===== src/rtl/mrd_pkg.sv =====
package mrd_pkg;

	// ----------------------------------------
	// sizes
	// ----------------------------------------
	localparam int NUM_BANKS  = 7;
	localparam int MAX_LANES  = 5;
	localparam int MAX_STAGES = 5;
	localparam int MAX_N      = 1024;
	// one extra word so that address MAX_N-1 still fits
	localparam int BANK_DEPTH = (MAX_N + NUM_BANKS - 1) / NUM_BANKS;

	typedef logic [15:0]                     sample_t;
	typedef logic [$clog2(MAX_N)-1:0]        addr_t;
	typedef logic [$clog2(BANK_DEPTH)-1:0]   bank_addr_t;
	typedef logic [2:0]                      bank_idx_t;
	typedef logic [2:0]                      factor_t;
	typedef logic [2:0]                      stage_t;
	typedef logic [11:0]                     wb_addr_t;
	typedef logic [31:0]                     wb_data_t;

	// unused lane marker, one past the last bank
	localparam bank_idx_t BANK_NONE = 3'd7;

	// ----------------------------------------
	// register map, bit 11 selects registers
	// ----------------------------------------
	localparam wb_addr_t REG_FACTORS = 12'h800;
	localparam wb_addr_t REG_CONTROL = 12'h801;
	localparam wb_addr_t REG_STATUS  = 12'h802;

	// field positions
	localparam int FACT_NUM_LSB   = 0;
	localparam int FACT_NF_LSB    = 4;
	localparam int FACT_NF_STRIDE = 4;
	localparam int CTRL_START     = 0;
	localparam int CTRL_STAGE_LSB = 4;
	localparam int STAT_BUSY      = 0;
	localparam int STAT_STAGE_LSB = 4;

	typedef enum logic [1:0] {IDLE, RD, WAIT_END} ctrl_state_t;

endpackage


===== src/rtl/mrd_group_if.sv =====
`timescale 1ns/1ps

interface mrd_group_if;
	import mrd_pkg::*;

	logic                    valid;
	// lane addresses, unused lanes carry zero
	addr_t [MAX_LANES-1:0]   addrs;
	factor_t                 factor;
	// final group of the stage
	logic                    last;

	modport src (
		output valid,
		output addrs,
		output factor,
		output last
	);

	modport dst (
		input  valid,
		input  addrs,
		input  factor,
		input  last
	);

endinterface


===== src/rtl/mrd_addr_gen.sv =====
`timescale 1ns/1ps

module mrd_addr_gen (
	input  logic                                       clk,
	input  logic                                       rst_n,
	input  logic                                       start,
	input  mrd_pkg::stage_t                            stage,
	input  mrd_pkg::factor_t [mrd_pkg::MAX_STAGES-1:0] nf,
	input  mrd_pkg::stage_t                            num_factors,
	mrd_group_if.src                                   grp
);
	import mrd_pkg::*;

	logic [10:0]           stride_c, groups_c;
	logic [10:0]           stride_r, span_r, groups_r;
	factor_t               factor_r;
	logic                  run;
	logic [10:0]           g_cnt, inner, blk_base, base;
	logic                  last_grp;
	addr_t [MAX_LANES-1:0] lane_addr;

	// stride = factors after the stage, groups = all factors but this one
	always_comb
	begin
		stride_c = 11'd1;
		groups_c = 11'd1;
		for (int j = 0; j < MAX_STAGES; j++)
		begin
			if (j < num_factors && j > stage)
				stride_c = stride_c * nf[j];
			if (j < num_factors && j != stage)
				groups_c = groups_c * nf[j];
		end
	end

	// ----------------------------------------
	// group walk
	// ----------------------------------------
	assign base     = blk_base + inner;
	assign last_grp = (g_cnt == groups_r - 11'd1);

	always_ff @(posedge clk)
	begin
		if (!rst_n)
		begin
			run      <= 1'b0;
			g_cnt    <= '0;
			inner    <= '0;
			blk_base <= '0;
			stride_r <= 11'd1;
			span_r   <= '0;
			groups_r <= '0;
			factor_r <= '0;
		end
		else if (start)
		begin
			stride_r <= stride_c;
			span_r   <= stride_c * nf[stage];
			groups_r <= groups_c;
			factor_r <= nf[stage];
			run      <= 1'b1;
			g_cnt    <= '0;
			inner    <= '0;
			blk_base <= '0;
		end
		else if (run)
		begin
			g_cnt <= g_cnt + 11'd1;
			if (last_grp)
				run <= 1'b0;
			// inner wraps at the stride, then jump one block
			if (inner == stride_r - 11'd1)
			begin
				inner    <= '0;
				blk_base <= blk_base + span_r;
			end
			else
				inner <= inner + 11'd1;
		end
	end

	for (genvar m = 0; m < MAX_LANES; m++)
	begin : g_lane
		logic [10:0] lane_sum;

		assign lane_sum     = base + 11'(m) * stride_r;
		assign lane_addr[m] = (m < factor_r) ? lane_sum[9:0] : '0;
	end

	always_ff @(posedge clk)
	begin
		if (!rst_n)
		begin
			grp.valid <= 1'b0;
			grp.last  <= 1'b0;
		end
		else
		begin
			grp.valid <= run;
			grp.last  <= run && last_grp;
		end
	end

	always_ff @(posedge clk)
		grp.addrs <= lane_addr;

	assign grp.factor = factor_r;

endmodule


===== src/flat_wrapper.sv =====
// flat-port wrapper written by rule: the top's interface ports become plain ports
module mrd_addr_gen_flat import mrd_pkg::*;
  (clk, rst_n, start, stage, nf, num_factors, grp_valid, grp_addrs, grp_factor, grp_last);
  mrd_group_if grp_i ();
  input  logic clk;
  input  logic rst_n;
  input  logic start;
  input  mrd_pkg::stage_t stage;
  input  mrd_pkg::factor_t [mrd_pkg::MAX_STAGES-1:0] nf;
  input  mrd_pkg::stage_t num_factors;
  output wire logic [$bits(grp_i.valid)-1:0] grp_valid;
  output wire logic [$bits(grp_i.addrs)-1:0] grp_addrs;
  output wire logic [$bits(grp_i.factor)-1:0] grp_factor;
  output wire logic [$bits(grp_i.last)-1:0] grp_last;
  assign grp_valid = grp_i.valid;
  assign grp_addrs = grp_i.addrs;
  assign grp_factor = grp_i.factor;
  assign grp_last = grp_i.last;
  mrd_addr_gen u_core (.clk(clk), .rst_n(rst_n), .start(start), .stage(stage), .nf(nf), .num_factors(num_factors), .grp(grp_i));
endmodule

===== config.mk =====
export PLATFORM = sky130hd
export DESIGN_NAME = mrd_addr_gen_flat
export DESIGN_NICKNAME = d
export VERILOG_FILES = /design/src/rtl/mrd_pkg.sv /design/src/rtl/mrd_group_if.sv /design/src/rtl/mrd_addr_gen.sv /design/src/flat_wrapper.sv
export SDC_FILE = /design/constraint.sdc
export NUM_CORES = 1
export LEC_CHECK = 0
export ABC_CLOCK_PERIOD_IN_PS = 8800
export BUFFER_PORTS_ARGS = -buffer_cell sky130_fd_sc_hd__buf_2
export CORE_MARGIN = 1
export CORE_UTILIZATION = 40
export DETAILED_ROUTE_END_ITERATION = 6
export PLACE_DENSITY = 0.58
export RECOVER_POWER = 25
export SLEW_MARGIN = 40
export SYNTH_ARGS = -nofsm -noshare
export SYNTH_HDL_FRONTEND = slang
export SYNTH_SLANG_ARGS = --single-unit

===== constraint.sdc =====
create_clock -name clk -period 8.8 [get_ports clk]
set_input_delay 1.32 -clock clk [delete_from_list [all_inputs] [get_ports clk]]
set_output_delay 1.32 -clock clk [all_outputs]
set_load 0.005 [all_outputs]

==> run metrics <==
# clock sinks 120; Remaining Overflow, GRT 0; Antenna Cells 0; Seq. cell area 0.00240 mm²; CP endpoint kind flop; Hold WS 0.475 ns; Max H-tree Level 4; Area growth syn-to-layout 20.9%; synthesis-stage register bit count 120; Via density 5.05; maximum VDD drop 0.000127 V; crit share post-route 95.8%; layout cells sized above 1 17.6%; final setup violation count 0; Leak 6.65 nW; Post-Synth XOR/XNOR Area 9.43%; largest family of logic cells by synthesized area adder cells; core footprint 0.0282 mm²; min Tclk post-route 8.43 ns; max-slew violation count 0; internal power 1.25 mW; largest net degree at the start of global routing 47; drt drc 0; setup TNS 0 ns; post-synth cell types 72; DRT iter0 DRCs 484; post-synthesis mux area share 3.42%; antenna violations before repair 0; io pins 79; Min-Delay Path Class reg -> reg; post-synthesis sequential area ratio 20.7%; Final Hold Fails 0; largest cells by area after synthesis dfxtp_1 (21%), ha_1 (14%), fa_1 (11%); Crit Path Category in -> reg; Clock Latency Late Sink 0.43 ns; CP max stage delay 0.55 ns; cts hold-fix bufs 0; Synth area leader dfxtp_1; number of synthesized flops with an enable pin 0; TritonCTS buffer count 17; # fillers 2,730; Clock Root Buffer clkbuf_16; clk_skew 0.0166 ns; via count 10,000; vias in the first global route 9,742; mapped cell area 0.0116 mm²; post-synthesis average cell area 8.07 µm²; Least-Margin Pin Slew 0.779 ns; DIE AREA 0.0296 mm²; Sw Ratio 33.9%; clock-pin slew on the worst setup and hold paths 0.06 ns; Post-Synth Simple-Gate Area 21.8%; num rows 61; power per cell area 135 mW/mm²; Syn Inst Count 1,435; fmax 0.119 GHz; DR pass1 iterations 5; first-pass GRT wire length 46,300 µm; adder-cell share of the synthesized area 24.5%; remaining antenna violation count 0; WL final 28,100 µm; RD Place Congestion 0.836; Yosys warnings 0; share of Yosys cell area claimed by the top area cell type 20.7%; area occupied by multi-input gates 0.00882 mm²; critical path peak fanout 7; outcome finished clean; Starting Density 41.1%; Post-synth top flop dfxtp_1; clock buffer depth 2; Comb pwr share 31.4%; die width 172 µm; Clock power frac 37.6%; Worst Setup Start Kind input pin; complex-gate fraction of the synthesized area 13.6%; slowest stage cell on the critical path fa_1; Net count, final 1,805; fraction of registers with async set/reset 0%; Crit path arrival time 8.73 ns; I/O Buffers 78; DIE HEIGHT 172 µm; CP dominant cell by count fa_1; TritonCTS clock tree done; Sequential Power Share 31.0%; GRT Util Overall 19.5%; Max Cap Violations 0; Max transition margin 48.1%; Mapped Nets 1,649; Post-DP HPWL 22,100 µm; Net Sw Power 638 µW; Required @ worst endpoint 9.10 ns; WL/cell 14.2 µm
[cell families after synthesis]
group / count (synthesis)
adder cells (fa/ha/maj): 190
flip-flops: 120
buffers and inverters: 193
AO/OA/AOI/OAI: 250
AND/OR/NAND/NOR: 526
multiplexers: 36
XOR/XNOR: 120
[power groups by stage]
stage	Sequential [mW]	Combinational (mW)	Clock, mW
3_5_place_dp	0.596	0.561	0
4_1_cts	0.584	0.564	0.722
3_3_place_gp	0.595	0.550	0
6_report	0.584	0.592	0.709
5_1_grt	0.587	0.675	0.748
2_1_floorplan	0.589	0.388	0
[repair_timing]
action | CTS | global route
endpoints found under the setup margin | 0 | 4
buffers inserted | 0 | 6
gates resized for setup | 0 | 67
[sequential cells by signal, indices dropped and copies added, names as in the netlist]
name               count
u_core.span_r         10
u_core.groups_r       11
u_core.g_cnt          11
u_core.inner          11
u_core.grp.factor      3
u_core.stride_r       11
u_core.grp.valid       1
u_core.grp.addrs      50
u_core.grp.last        1
u_core.blk_base       10
u_core.run             1
[cell usage in the layout, fill, tap and decap left out, types with 7 or more instances in the layout]
master / instances
o21ai_0: 37
a21oi_1: 85
a211oi_1: 14
dfxtp_1: 120
nand2b_1: 13
o21a_1: 8
xnor2_1: 74
inv_1: 147
mux2_2: 11
ha_4: 13
mux2i_1: 19
nand3_1: 33
fa_1: 57
o21bai_1: 14
ha_1: 113
nor3b_1: 7
and2_1: 44
buf_2: 52
nor3_1: 36
and3_1: 11
buf_4: 97
clkbuf_1: 26
a21oi_2: 7
nor2_1: 140
a21o_1: 28
nor4_1: 9
nand2_1: 158
clkbuf_16: 17
a31oi_1: 7
xor2_1: 41
nand4_1: 8
nor2b_1: 18
[routing by layer]
metal	up-vias	global-route usage, %	wire length, µm
li1	5123	-	-
met2	130	34.1	13500
met1	4744	25.4	13600
met5	-	0	0
met3	14	2.95	771
met4	0	3.12	162
[synthesized netlist by cell type, drive strengths merged (3+ instances only)]
library cell / count
a2111oi: 3
a211oi: 20
a21boi: 5
a21o: 28
a21oi: 92
a31oi: 7
and2: 50
and3: 11
buf: 14
clkbuf: 29
dfxtp: 120
fa: 61
ha: 129
inv: 150
mux2: 17
mux2i: 19
nand2: 159
nand2b: 13
nand3: 34
nand3b: 5
nand4: 8
nand4b: 3
nor2: 147
nor2b: 18
nor3: 39
nor3b: 7
nor4: 10
nor4b: 3
o211ai: 4
o21a: 8
o21ai: 48
o21bai: 14
o31ai: 3
or2: 8
or3: 7
xnor2: 75
xnor3: 3
xor2: 42
[through the flow]
step	instances	setup WS, ns	util (%)	power [mW]	instance area [µm²]
6_report	1982	0.371	49.7	1.88	14000
5_1_grt	1982	-0.102	49.7	2.01	14000
4_1_cts	1976	0.152	48.4	1.87	13600
3_5_place_dp	1944	-0.304	46.3	1.16	13000
3_3_place_gp	1944	-0.0984	46.2	1.15	13000
2_1_floorplan	1435	0.00573	-	0.976	11600
[path summary, 6_finish.rpt]
path,cells after the start,to,slack (ns),startpoint
worst min register to register,2,u_core.span_r[0]$_SDFFE_PN0P_,0.47,u_core.span_r[0]$_SDFFE_PN0P_
worst max-delay path,36,u_core.span_r[9]$_SDFFE_PN0P_,0.37,num_factors[2]
worst max register to register,16,u_core.grp.addrs[39]$_SDFF_PN0_,4.78,u_core.inner[0]$_SDFFE_PP0P_
worst min-delay path,2,u_core.span_r[0]$_SDFFE_PN0P_,0.47,u_core.span_r[0]$_SDFFE_PN0P_
[final cells by class]
class | count | share of cell area (%)
multi-input combinational | 1122 | 63.0
timing repair buffer | 180 | 8.15
inverter | 150 | 4.02
sequential | 120 | 17.1
tap | 378 | 3.38
clock buffer | 17 | 3.04
clock inverter | 15 | 1.30
[worst max-delay path: cells and delay by family]
kind / cells / cell delay (ns)
simple gates: 9 / 1.28
fa+ha+maj: 9 / 3.50
buf+inv: 6 / 0.52
compound gates: 8 / 1.39
xor+xnor: 4 / 0.69
No activity file was read; power rests on OpenSTA's default activity.
