<file path="src/rtl/mrd_pkg.sv">
package mrd_pkg;

	// ----------------------------------------
	// sizes
	// ----------------------------------------
	localparam int NUM_BANKS  = 7;
	localparam int MAX_LANES  = 5;
	localparam int MAX_STAGES = 5;
	localparam int MAX_N      = 1024;
	// one extra word so that address MAX_N-1 still fits
	localparam int BANK_DEPTH = (MAX_N + NUM_BANKS - 1) / NUM_BANKS;

	typedef logic [15:0]                     sample_t;
	typedef logic [$clog2(MAX_N)-1:0]        addr_t;
	typedef logic [$clog2(BANK_DEPTH)-1:0]   bank_addr_t;
	typedef logic [2:0]                      bank_idx_t;
	typedef logic [2:0]                      factor_t;
	typedef logic [2:0]                      stage_t;
	typedef logic [11:0]                     wb_addr_t;
	typedef logic [31:0]                     wb_data_t;

	// unused lane marker, one past the last bank
	localparam bank_idx_t BANK_NONE = 3'd7;

	// ----------------------------------------
	// register map, bit 11 selects registers
	// ----------------------------------------
	localparam wb_addr_t REG_FACTORS = 12'h800;
	localparam wb_addr_t REG_CONTROL = 12'h801;
	localparam wb_addr_t REG_STATUS  = 12'h802;

	// field positions
	localparam int FACT_NUM_LSB   = 0;
	localparam int FACT_NF_LSB    = 4;
	localparam int FACT_NF_STRIDE = 4;
	localparam int CTRL_START     = 0;
	localparam int CTRL_STAGE_LSB = 4;
	localparam int STAT_BUSY      = 0;
	localparam int STAT_STAGE_LSB = 4;

	typedef enum logic [1:0] {IDLE, RD, WAIT_END} ctrl_state_t;

endpackage

</file>
<file path="src/rtl/mrd_wb_regs.sv">
`timescale 1ns/1ps

module mrd_wb_regs (
	input  logic                                       clk,
	input  logic                                       rst_n,
	input  logic                                       wb_cyc,
	input  logic                                       wb_stb,
	input  logic                                       wb_we,
	input  mrd_pkg::wb_addr_t                          wb_adr,
	input  mrd_pkg::wb_data_t                          wb_dat_i,
	output mrd_pkg::wb_data_t                          wb_dat_o,
	output logic                                       wb_ack,
	output logic                                       wr_en,
	output mrd_pkg::addr_t                             wr_addr,
	output mrd_pkg::wb_data_t                          wr_data,
	output logic                                       start,
	output mrd_pkg::stage_t                            stage,
	output mrd_pkg::factor_t [mrd_pkg::MAX_STAGES-1:0] nf,
	output mrd_pkg::stage_t                            num_factors,
	input  logic                                       last_seen,
	input  logic                                       rd_end
);
	import mrd_pkg::*;

	ctrl_state_t state;
	logic        accept, reg_sel, busy;
	wb_data_t    status_w, factors_w;

	// one accept per request, ack blocks the next cycle
	assign accept  = wb_cyc && wb_stb && !wb_ack;
	assign reg_sel = wb_adr[11];
	assign busy    = (state != IDLE);

	// sample memory is write only
	assign wr_en   = accept && wb_we && !reg_sel;
	assign wr_addr = wb_adr[9:0];
	assign wr_data = wb_dat_i;

	always_comb
	begin
		status_w = '0;
		status_w[STAT_BUSY] = busy;
		status_w[STAT_STAGE_LSB +: 3] = stage;
		factors_w = '0;
		factors_w[FACT_NUM_LSB +: 3] = num_factors;
		for (int j = 0; j < MAX_STAGES; j++)
			factors_w[FACT_NF_LSB + FACT_NF_STRIDE * j +: 3] = nf[j];
	end

	always_ff @(posedge clk)
	begin
		if (!rst_n)
		begin
			wb_ack      <= 1'b0;
			wb_dat_o    <= '0;
			start       <= 1'b0;
			stage       <= '0;
			nf          <= '0;
			num_factors <= '0;
			state       <= IDLE;
		end
		else
		begin
			wb_ack <= accept;
			start  <= 1'b0;
			if (accept && wb_we && wb_adr == REG_FACTORS)
			begin
				num_factors <= wb_dat_i[FACT_NUM_LSB +: 3];
				for (int j = 0; j < MAX_STAGES; j++)
					nf[j] <= wb_dat_i[FACT_NF_LSB + FACT_NF_STRIDE * j +: 3];
			end
			// start while busy is acked and dropped
			if (accept && wb_we && wb_adr == REG_CONTROL && wb_dat_i[CTRL_START] && !busy)
			begin
				stage <= wb_dat_i[CTRL_STAGE_LSB +: 3];
				start <= 1'b1;
			end
			if (accept && !wb_we)
			begin
				if (wb_adr == REG_STATUS)
					wb_dat_o <= status_w;
				else if (wb_adr == REG_FACTORS)
					wb_dat_o <= factors_w;
				else
					wb_dat_o <= '0;
			end

			case (state)
				IDLE:     if (start) state <= RD;
				RD:       if (last_seen) state <= WAIT_END;
				WAIT_END: if (rd_end) state <= IDLE;
				default:  state <= IDLE;
			endcase
		end
	end

endmodule

</file>
<file path="config.mk">
export PLATFORM = sky130hd
export DESIGN_NAME = mrd_wb_regs
export DESIGN_NICKNAME = d
export VERILOG_FILES = /design/src/rtl/mrd_pkg.sv /design/src/rtl/mrd_wb_regs.sv
export SDC_FILE = /design/constraint.sdc
export NUM_CORES = 1
export LEC_CHECK = 0
export ABC_CLOCK_PERIOD_IN_PS = 3600
export BUFFER_PORTS_ARGS = -buffer_cell sky130_fd_sc_hd__buf_2
export CORE_UTILIZATION = 44
export DETAILED_ROUTE_END_ITERATION = 7
export PLACE_DENSITY = 0.85
export SYNTH_ARGS = -nofsm -noshare
export SYNTH_HDL_FRONTEND = slang
export SYNTH_SLANG_ARGS = --single-unit
</file>
<file path="constraint.sdc">
create_clock -name clk -period 3.6 [get_ports clk]
set_input_delay 0.18 -clock clk [delete_from_list [all_inputs] [get_ports clk]]
set_output_delay 0.18 -clock clk [all_outputs]
set_load 0.01 [all_outputs]
</file>
==> results of run 1 <==
==> area by class of cell <==
class,count,area [sq um]
Multi-Input combinational cell,132,812.0
Tap cell,52,65.06
Timing Repair Buffer,108,545.5
Sequential cell,43,860.8
Inverter,2,7.507
Fill cell,424,2130
Clock inverter,3,15.01
Clock buffer,5,68.82
==> layout by cell type, fill, tap and decap left out, types with 2 or more instances in the layout <==
cell / instances
nor3_1: 2
nor4_4: 2
nand3_1: 23
o21ai_0: 26
a21oi_1: 22
a22o_1: 4
mux2i_1: 4
buf_4: 2
dfxtp_1: 43
a22o_2: 10
clkinv_2: 3
clkbuf_8: 5
buf_2: 106
conb_1: 14
nand2_1: 8
nor2_1: 5
==> worst max-delay path, stage by stage <==
cell and delay (ps):
buf_2 120, nor4_4 410, and4b_1 720, nand3_1 230
o21ai_0 200
==> metal layers <==
metal	GRT usage	vias to the layer above	wire length [um]
met5	0	-	0
met4	0.09111	0	91
met3	0.05204	15	387
met2	0.3376	96	2410
met1	0.1905	807	1902
li1	-	868	-
==> path summary, 6_finish.rpt <==
path	start	end	cells past startpoint
max	wb_adr[3]	wb_dat_o[4]	5
min	wb_stb	wb_ack	3
max reg2reg	state[0]	stage[1]	4
min reg2reg	wb_dat_o[6]	wb_dat_o[6]	2
==> cell families after synthesis <==
group,share of synthesized area
mux,0.01889
flops,0.4061
simple gates,0.1623
buf+inv,0.2338
compound gates,0.1771
other cells,0.001769
==> state kept, by name (all words and copies together), names as in the netlist <==
register	flops
nf	15
start	1
wb_dat_o	18
stage	3
wb_ack	1
num_factors	3
state	2
==> per-stage QoR <==
stage	setup slack [ps]	std cells	utilization
3_5_place_dp	1640	337	0.5086
2_1_floorplan	2096	245	-
3_3_place_gp	1728	337	0.5086
6_report	1969	345	0.5272
5_1_grt	1771	345	0.5272
4_1_cts	1940	345	0.5272
==> where the power goes <==
part           internal (mW)  leakage [nW]  switching (mW)
Combinational         0.0324         0.755          0.0525
Clock                  0.133        0.0477           0.161
Sequential             0.476         0.346        0.000335
==> flow_metrics.py, run 1 <==
metrics = {
    "outcome": {
        "status": "finished, violations left",
        "violations": "design-rule violations",
    },
    "pwr": {
        "p_leak_nw": 1.149,
        "power_density_mw_per_mm2": 359.6,
        "vdd_drop_max_uv": 124.6,
        "total_power_uw": 853.9,
    },
    "global_routing": {
        "antenna_found_initial": 0,
        "grt_max_degree": 27,
        "grt_overflow_total": 0,
        "grt_first_pass_wirelength_um": 7148,
        "gr-usage-all-layers": 0.1836,
        "grt_pass1_vias": 1569,
    },
    "drt": {
        "wire_per_inst_um": 13.88,
        "routed-via-count": 1786,
        "drc": 11,
        "vias_per_cell": 5.177,
        "drtIter0Drc": 60,
        "routed_wl_um": 4790,
        "ant_nets": 0,
        "dr.pass1.iters": 8,
    },
    "yosys": {
        "synth_edf_count": 0,
        "synth_cell_types": 30,
        "synth_common_cells": "buf_4, dfxtp_1, o21ai_0, nand3_1, a21oi_1",
        "synthCells": 232,
        "ys_seq_area_frac": 0.4061,
        "synth_top_flop_cell": "dfxtp_1",
        "yosysMostFrequentCell": "buf_4",
        "synth_area_leaders": "dfxtp_1, buf_4, o21ai_0",
        "async_reset_ff_frac": 0,
        "syn_avg_cell_area_sq_um": 9.136,
        "synth-seq-cells": 43,
        "synth_top_area_frac": 0.4061,
        "ys_warn_count": 0,
        "synthesis.area_sq_mm": 0.002120,
        "synth_top_area_cell": "dfxtp_1",
    },
    "clock_tree": {
        "ctsResizeCount": 0,
        "holdBufCountCts": 0,
        "cts_made_buffers": 5,
        "cts_tree": "built",
        "postCtsSetupRepairBufs": 0,
        "clk_latency_ps": 300,
        "clockBufferDepth": 2,
        "ctsHtreeMaxLevel": 2,
        "clk_pin_slew_worst_paths_ps": 80,
        "cts.sinks": 43,
        "cts-root-buf": "clkbuf_8",
    },
    "die": {
        "die_y_um": 71.41,
        "ioPinCount": 149,
        "start_util": 0.4706,
        "core_sq_mm": 0.004504,
        "die_area_sq_mm": 0.005099,
        "die_w_um": 71.41,
        "fp-row-count": 24,
    },
    "sta": {
        "fin_crit_sh": 0.4532,
        "layout_min_cycle_time_ps": 1631,
        "report.final.setup_viol": 0,
        "tightest_slew_ps": 700.7,
        "relSlewSlack": 0.5325,
        "max_freq_ghz": 0.6130,
        "finalHoldViolations": 0,
        "fin_setup_tns_ps": 0,
        "fin_skew_ps": 5.675,
        "hold_ws_ps": 114.9,
        "maxSlewViolCount": 0,
        "rsz0062_at_grt": "false",
    },
    "finish": {
        "antenna_cells": 0,
        "drive_above_1_share": 0.4539,
        "fin_area_sq_mm": 0.002375,
        "area_delta_synth_final_pct": 12.04,
        "fin_nets": 343,
    },
    "worst_setup_path": {
        "startpoint_type": "input port",
        "crit_fanout": 19,
        "worstPathRequired_ps": 3820,
        "endpoint_kind": "register",
        "critPathArrivalTime_ps": 1850,
        "r2r_slack_ps": 2090,
        "setup.worst_path.class": "in2reg",
    },
    "place": {
        "dp_hpwl_um": 3653,
        "port_buffers": 106,
        "dpl_cell_area_sq_mm": 0.002291,
        "gp_congestion": 0.7599,
    },
    "flow_run": {
        "cap_violations": 0,
    },
    "min_path": {
        "hp-class": "in2reg",
    },
}
No activity file was read; power rests on OpenSTA's default activity.
==> run 2, diff against run 1 <==
- ABC_CLOCK_PERIOD_IN_PS: 3600 -> 1700
- CORE_UTILIZATION: 44 -> 41
- PLACE_DENSITY: 0.85 -> 0.8
- clock period: 3.6 -> 1.7 ns (I/O delays scaled with it)
==> run 2 against run 1 <==
The run now ends clean; cell area increased by 4.6%; via count increased by 3.9%; power increased by 140%; clock skew decreased by 2.0 ps; clock-buffer cell count increased by 1; worst setup slack got worse by 1700 ps; sequential power increased by 110%; cell count increased by 6.4%; flip-flop and latch count unchanged; core utilization decreased by 1.5 points; combinational power increased by 120%; critical path type is now reg2reg; largest cell class unchanged.
==> flow_metrics.py, run 2 (synthesized netlist as in run 1, its figures left out) <==
metrics = {
    "outcome": {
        "status": "finished clean",
    },
    "die": {
        "core_sq_mm": 0.004848,
        "die_area_sq_mm": 0.005461,
        "die_w_um": 73.90,
        "start_util": 0.4372,
        "ioPinCount": 149,
        "die_y_um": 73.90,
        "fp-row-count": 25,
    },
    "global_routing": {
        "busiest_layer": "met2",
        "grtUsageMet2": 0.3485,
        "gr-usage-met3": 0.04390,
        "gr-usage-all-layers": 0.1952,
        "grt_first_pass_wirelength_um": 7990,
        "grt_overflow_total": 0,
        "antenna_found_initial": 0,
        "grt_pass1_vias": 1678,
        "met1_usage": 0.2237,
        "grt_max_degree": 26,
    },
    "finish": {
        "fin_nets": 350,
        "layout_commonest_cell": "buf_2",
        "instances_no_fill": 367,
        "antenna_cells": 0,
        "mostFrequentLayoutCells": "buf_2, dfxtp_1, o21ai_0, nand3_1, a21oi_1",
        "area_delta_synth_final_pct": 17.24,
        "fillers": 463,
        "drive_above_1_share": 0.4700,
        "largest_reg_flops": 18,
        "top_regs": "wb_dat_o x18, nf x15",
        "regMostFlops": "wb_dat_o",
    },
    "clock_tree": {
        "cts_made_buffers": 5,
        "holdBufCountCts": 0,
        "clk_latency_ps": 290,
        "postCtsSetupRepairBufs": 0,
        "cts_tree": "built",
        "clockBufferDepth": 2,
        "ctsHtreeMaxLevel": 2,
        "cts.sinks": 43,
        "cts-root-buf": "clkbuf_8",
        "clk_pin_slew_worst_paths_ps": 80,
    },
    "worst_setup_path": {
        "startpoint_type": "register",
        "worst_r2r_endpoint": "wb_dat_o[13]",
        "setup.worst_path.class": "reg2reg",
        "crit_fanout": 18,
        "critPathArrivalTime_ps": 1690,
        "r2r_slack_ps": 250,
        "crit_slowest_cell": "nor2_2",
        "timing.rr.start": "wb_ack",
        "endpoint_kind": "register",
        "worstPathRequired_ps": 1940,
        "worstPathCellList": "and4bb_2 > nor2_2 > a22o_2",
        "critical-path-max-stage-delay_ps": 570,
        "ff2ff_path_depth": 3,
    },
    "sta": {
        "tightest_slew_ps": 735.6,
        "finalHoldViolations": 0,
        "finalWorstSetupSlack_ps": 247.8,
        "rsz0062_at_grt": "false",
        "fin_crit_sh": 0.8542,
        "hold_ws_ps": 45.12,
        "relSlewSlack": 0.5091,
        "report.final.setup_viol": 0,
        "fin_skew_ps": 3.715,
        "max_freq_ghz": 0.6886,
        "maxSlewViolCount": 0,
        "layout_min_cycle_time_ps": 1452,
    },
    "flow_run": {
        "cap_violations": 0,
    },
    "drt": {
        "drtIter0Drc": 62,
        "vias_per_cell": 5.054,
        "drc": 0,
        "wire_per_inst_um": 14.41,
        "ant_nets": 0,
        "routed-via-count": 1855,
        "dr.pass1.iters": 4,
        "routed_wl_um": 5290,
    },
    "min_path": {
        "whs_endpoint": "wb_ack",
        "whs_path_depth": 3,
        "hold_start": "wb_stb",
        "hp-class": "in2reg",
    },
    "place": {
        "dp_hpwl_um": 4011,
        "gp_congestion": 0.7715,
        "dp.cells": 359,
        "place_ws_ps": -114.0,
        "port_buffers": 106,
    },
    "pwr": {
        "power.switching_uw": 462.4,
        "power_density_mw_per_mm2": 811.2,
        "pwr-share-seq": 0.500,
        "p_int_mw": 1.553,
        "combPwrFrac": 0.094,
        "clkPwrFrac": 0.407,
        "vdd_drop_max_uv": 301.1,
        "p_leak_nw": 1.201,
        "switching_share": 0.2294,
    },
}
-- run 2: layout make-up --
class | instances | area (sq um) | share of cell area
inverters | 2 | 7.507 | 0.003021
flip-flops and latches | 43 | 860.8 | 0.3464
clock buffers | 6 | 82.58 | 0.03323
well taps | 67 | 83.83 | 0.03374
clock inverters | 2 | 35.03 | 0.01410
repair buffers | 115 | 598.1 | 0.2407
multi-input cells | 132 | 817.0 | 0.3288
-- run 2: worst max-delay path by stage --
stage | start | end | slack [ps] | cells after the start
final | wb_ack | wb_dat_o[13] | 250 | 3
after floorplan | wb_ack | wb_dat_o[18] | 200 | 4
after detailed placement | wb_ack | wb_dat_o[21] | -110 | 3
after global routing | wb_ack | wb_dat_o[5] | 100 | 4
after CTS | wb_ack | nf[14] | 130 | 5
after global placement | wb_ack | wb_dat_o[2] | -70 | 3
-- run 2: stage by stage --
step                      power [mW]  cell area [sq um]  setup TNS, ps  utilization
final                          2.016               2485              0       0.5125
after global routing           2.098               2485              0       0.5125
after CTS                      2.031               2482              0       0.5120
after detailed placement       1.218               2362          -1648       0.4872
after global placement         1.213               2362         -836.9       0.4872
after floorplan                1.215               2168              0            -
-- run 2: worst max-delay path: cells and delay by family, from the launching register on --
kind	cells	cell delay [ps]
compound gates	1	260
flops	1	330
simple gates	2	810
-- run 2: power groups by stage --
stage	clock, mW	combinational, mW	sequential, mW
3_5_place_dp	0	0.187	1.03
3_3_place_gp	0	0.182	1.03
5_1_grt	0.884	0.206	1.01
6_report	0.820	0.188	1.01
4_1_cts	0.836	0.188	1.01
2_1_floorplan	0	0.183	1.03
-- run 2: what timing repair did --
| action | CTS | global route |
|---|---|---|
| gates cloned | 0 | 0 |
| setup endpoints to repair | 18 | 8 |
| gates resized for setup | 1 | 1 |
-- run 2: routing by layer --
layer,vias to the layer above,part of all wire
met5,-,0
met4,0,0.019
met3,12,0.059
met2,96,0.51
met1,862,0.42
li1,885,-
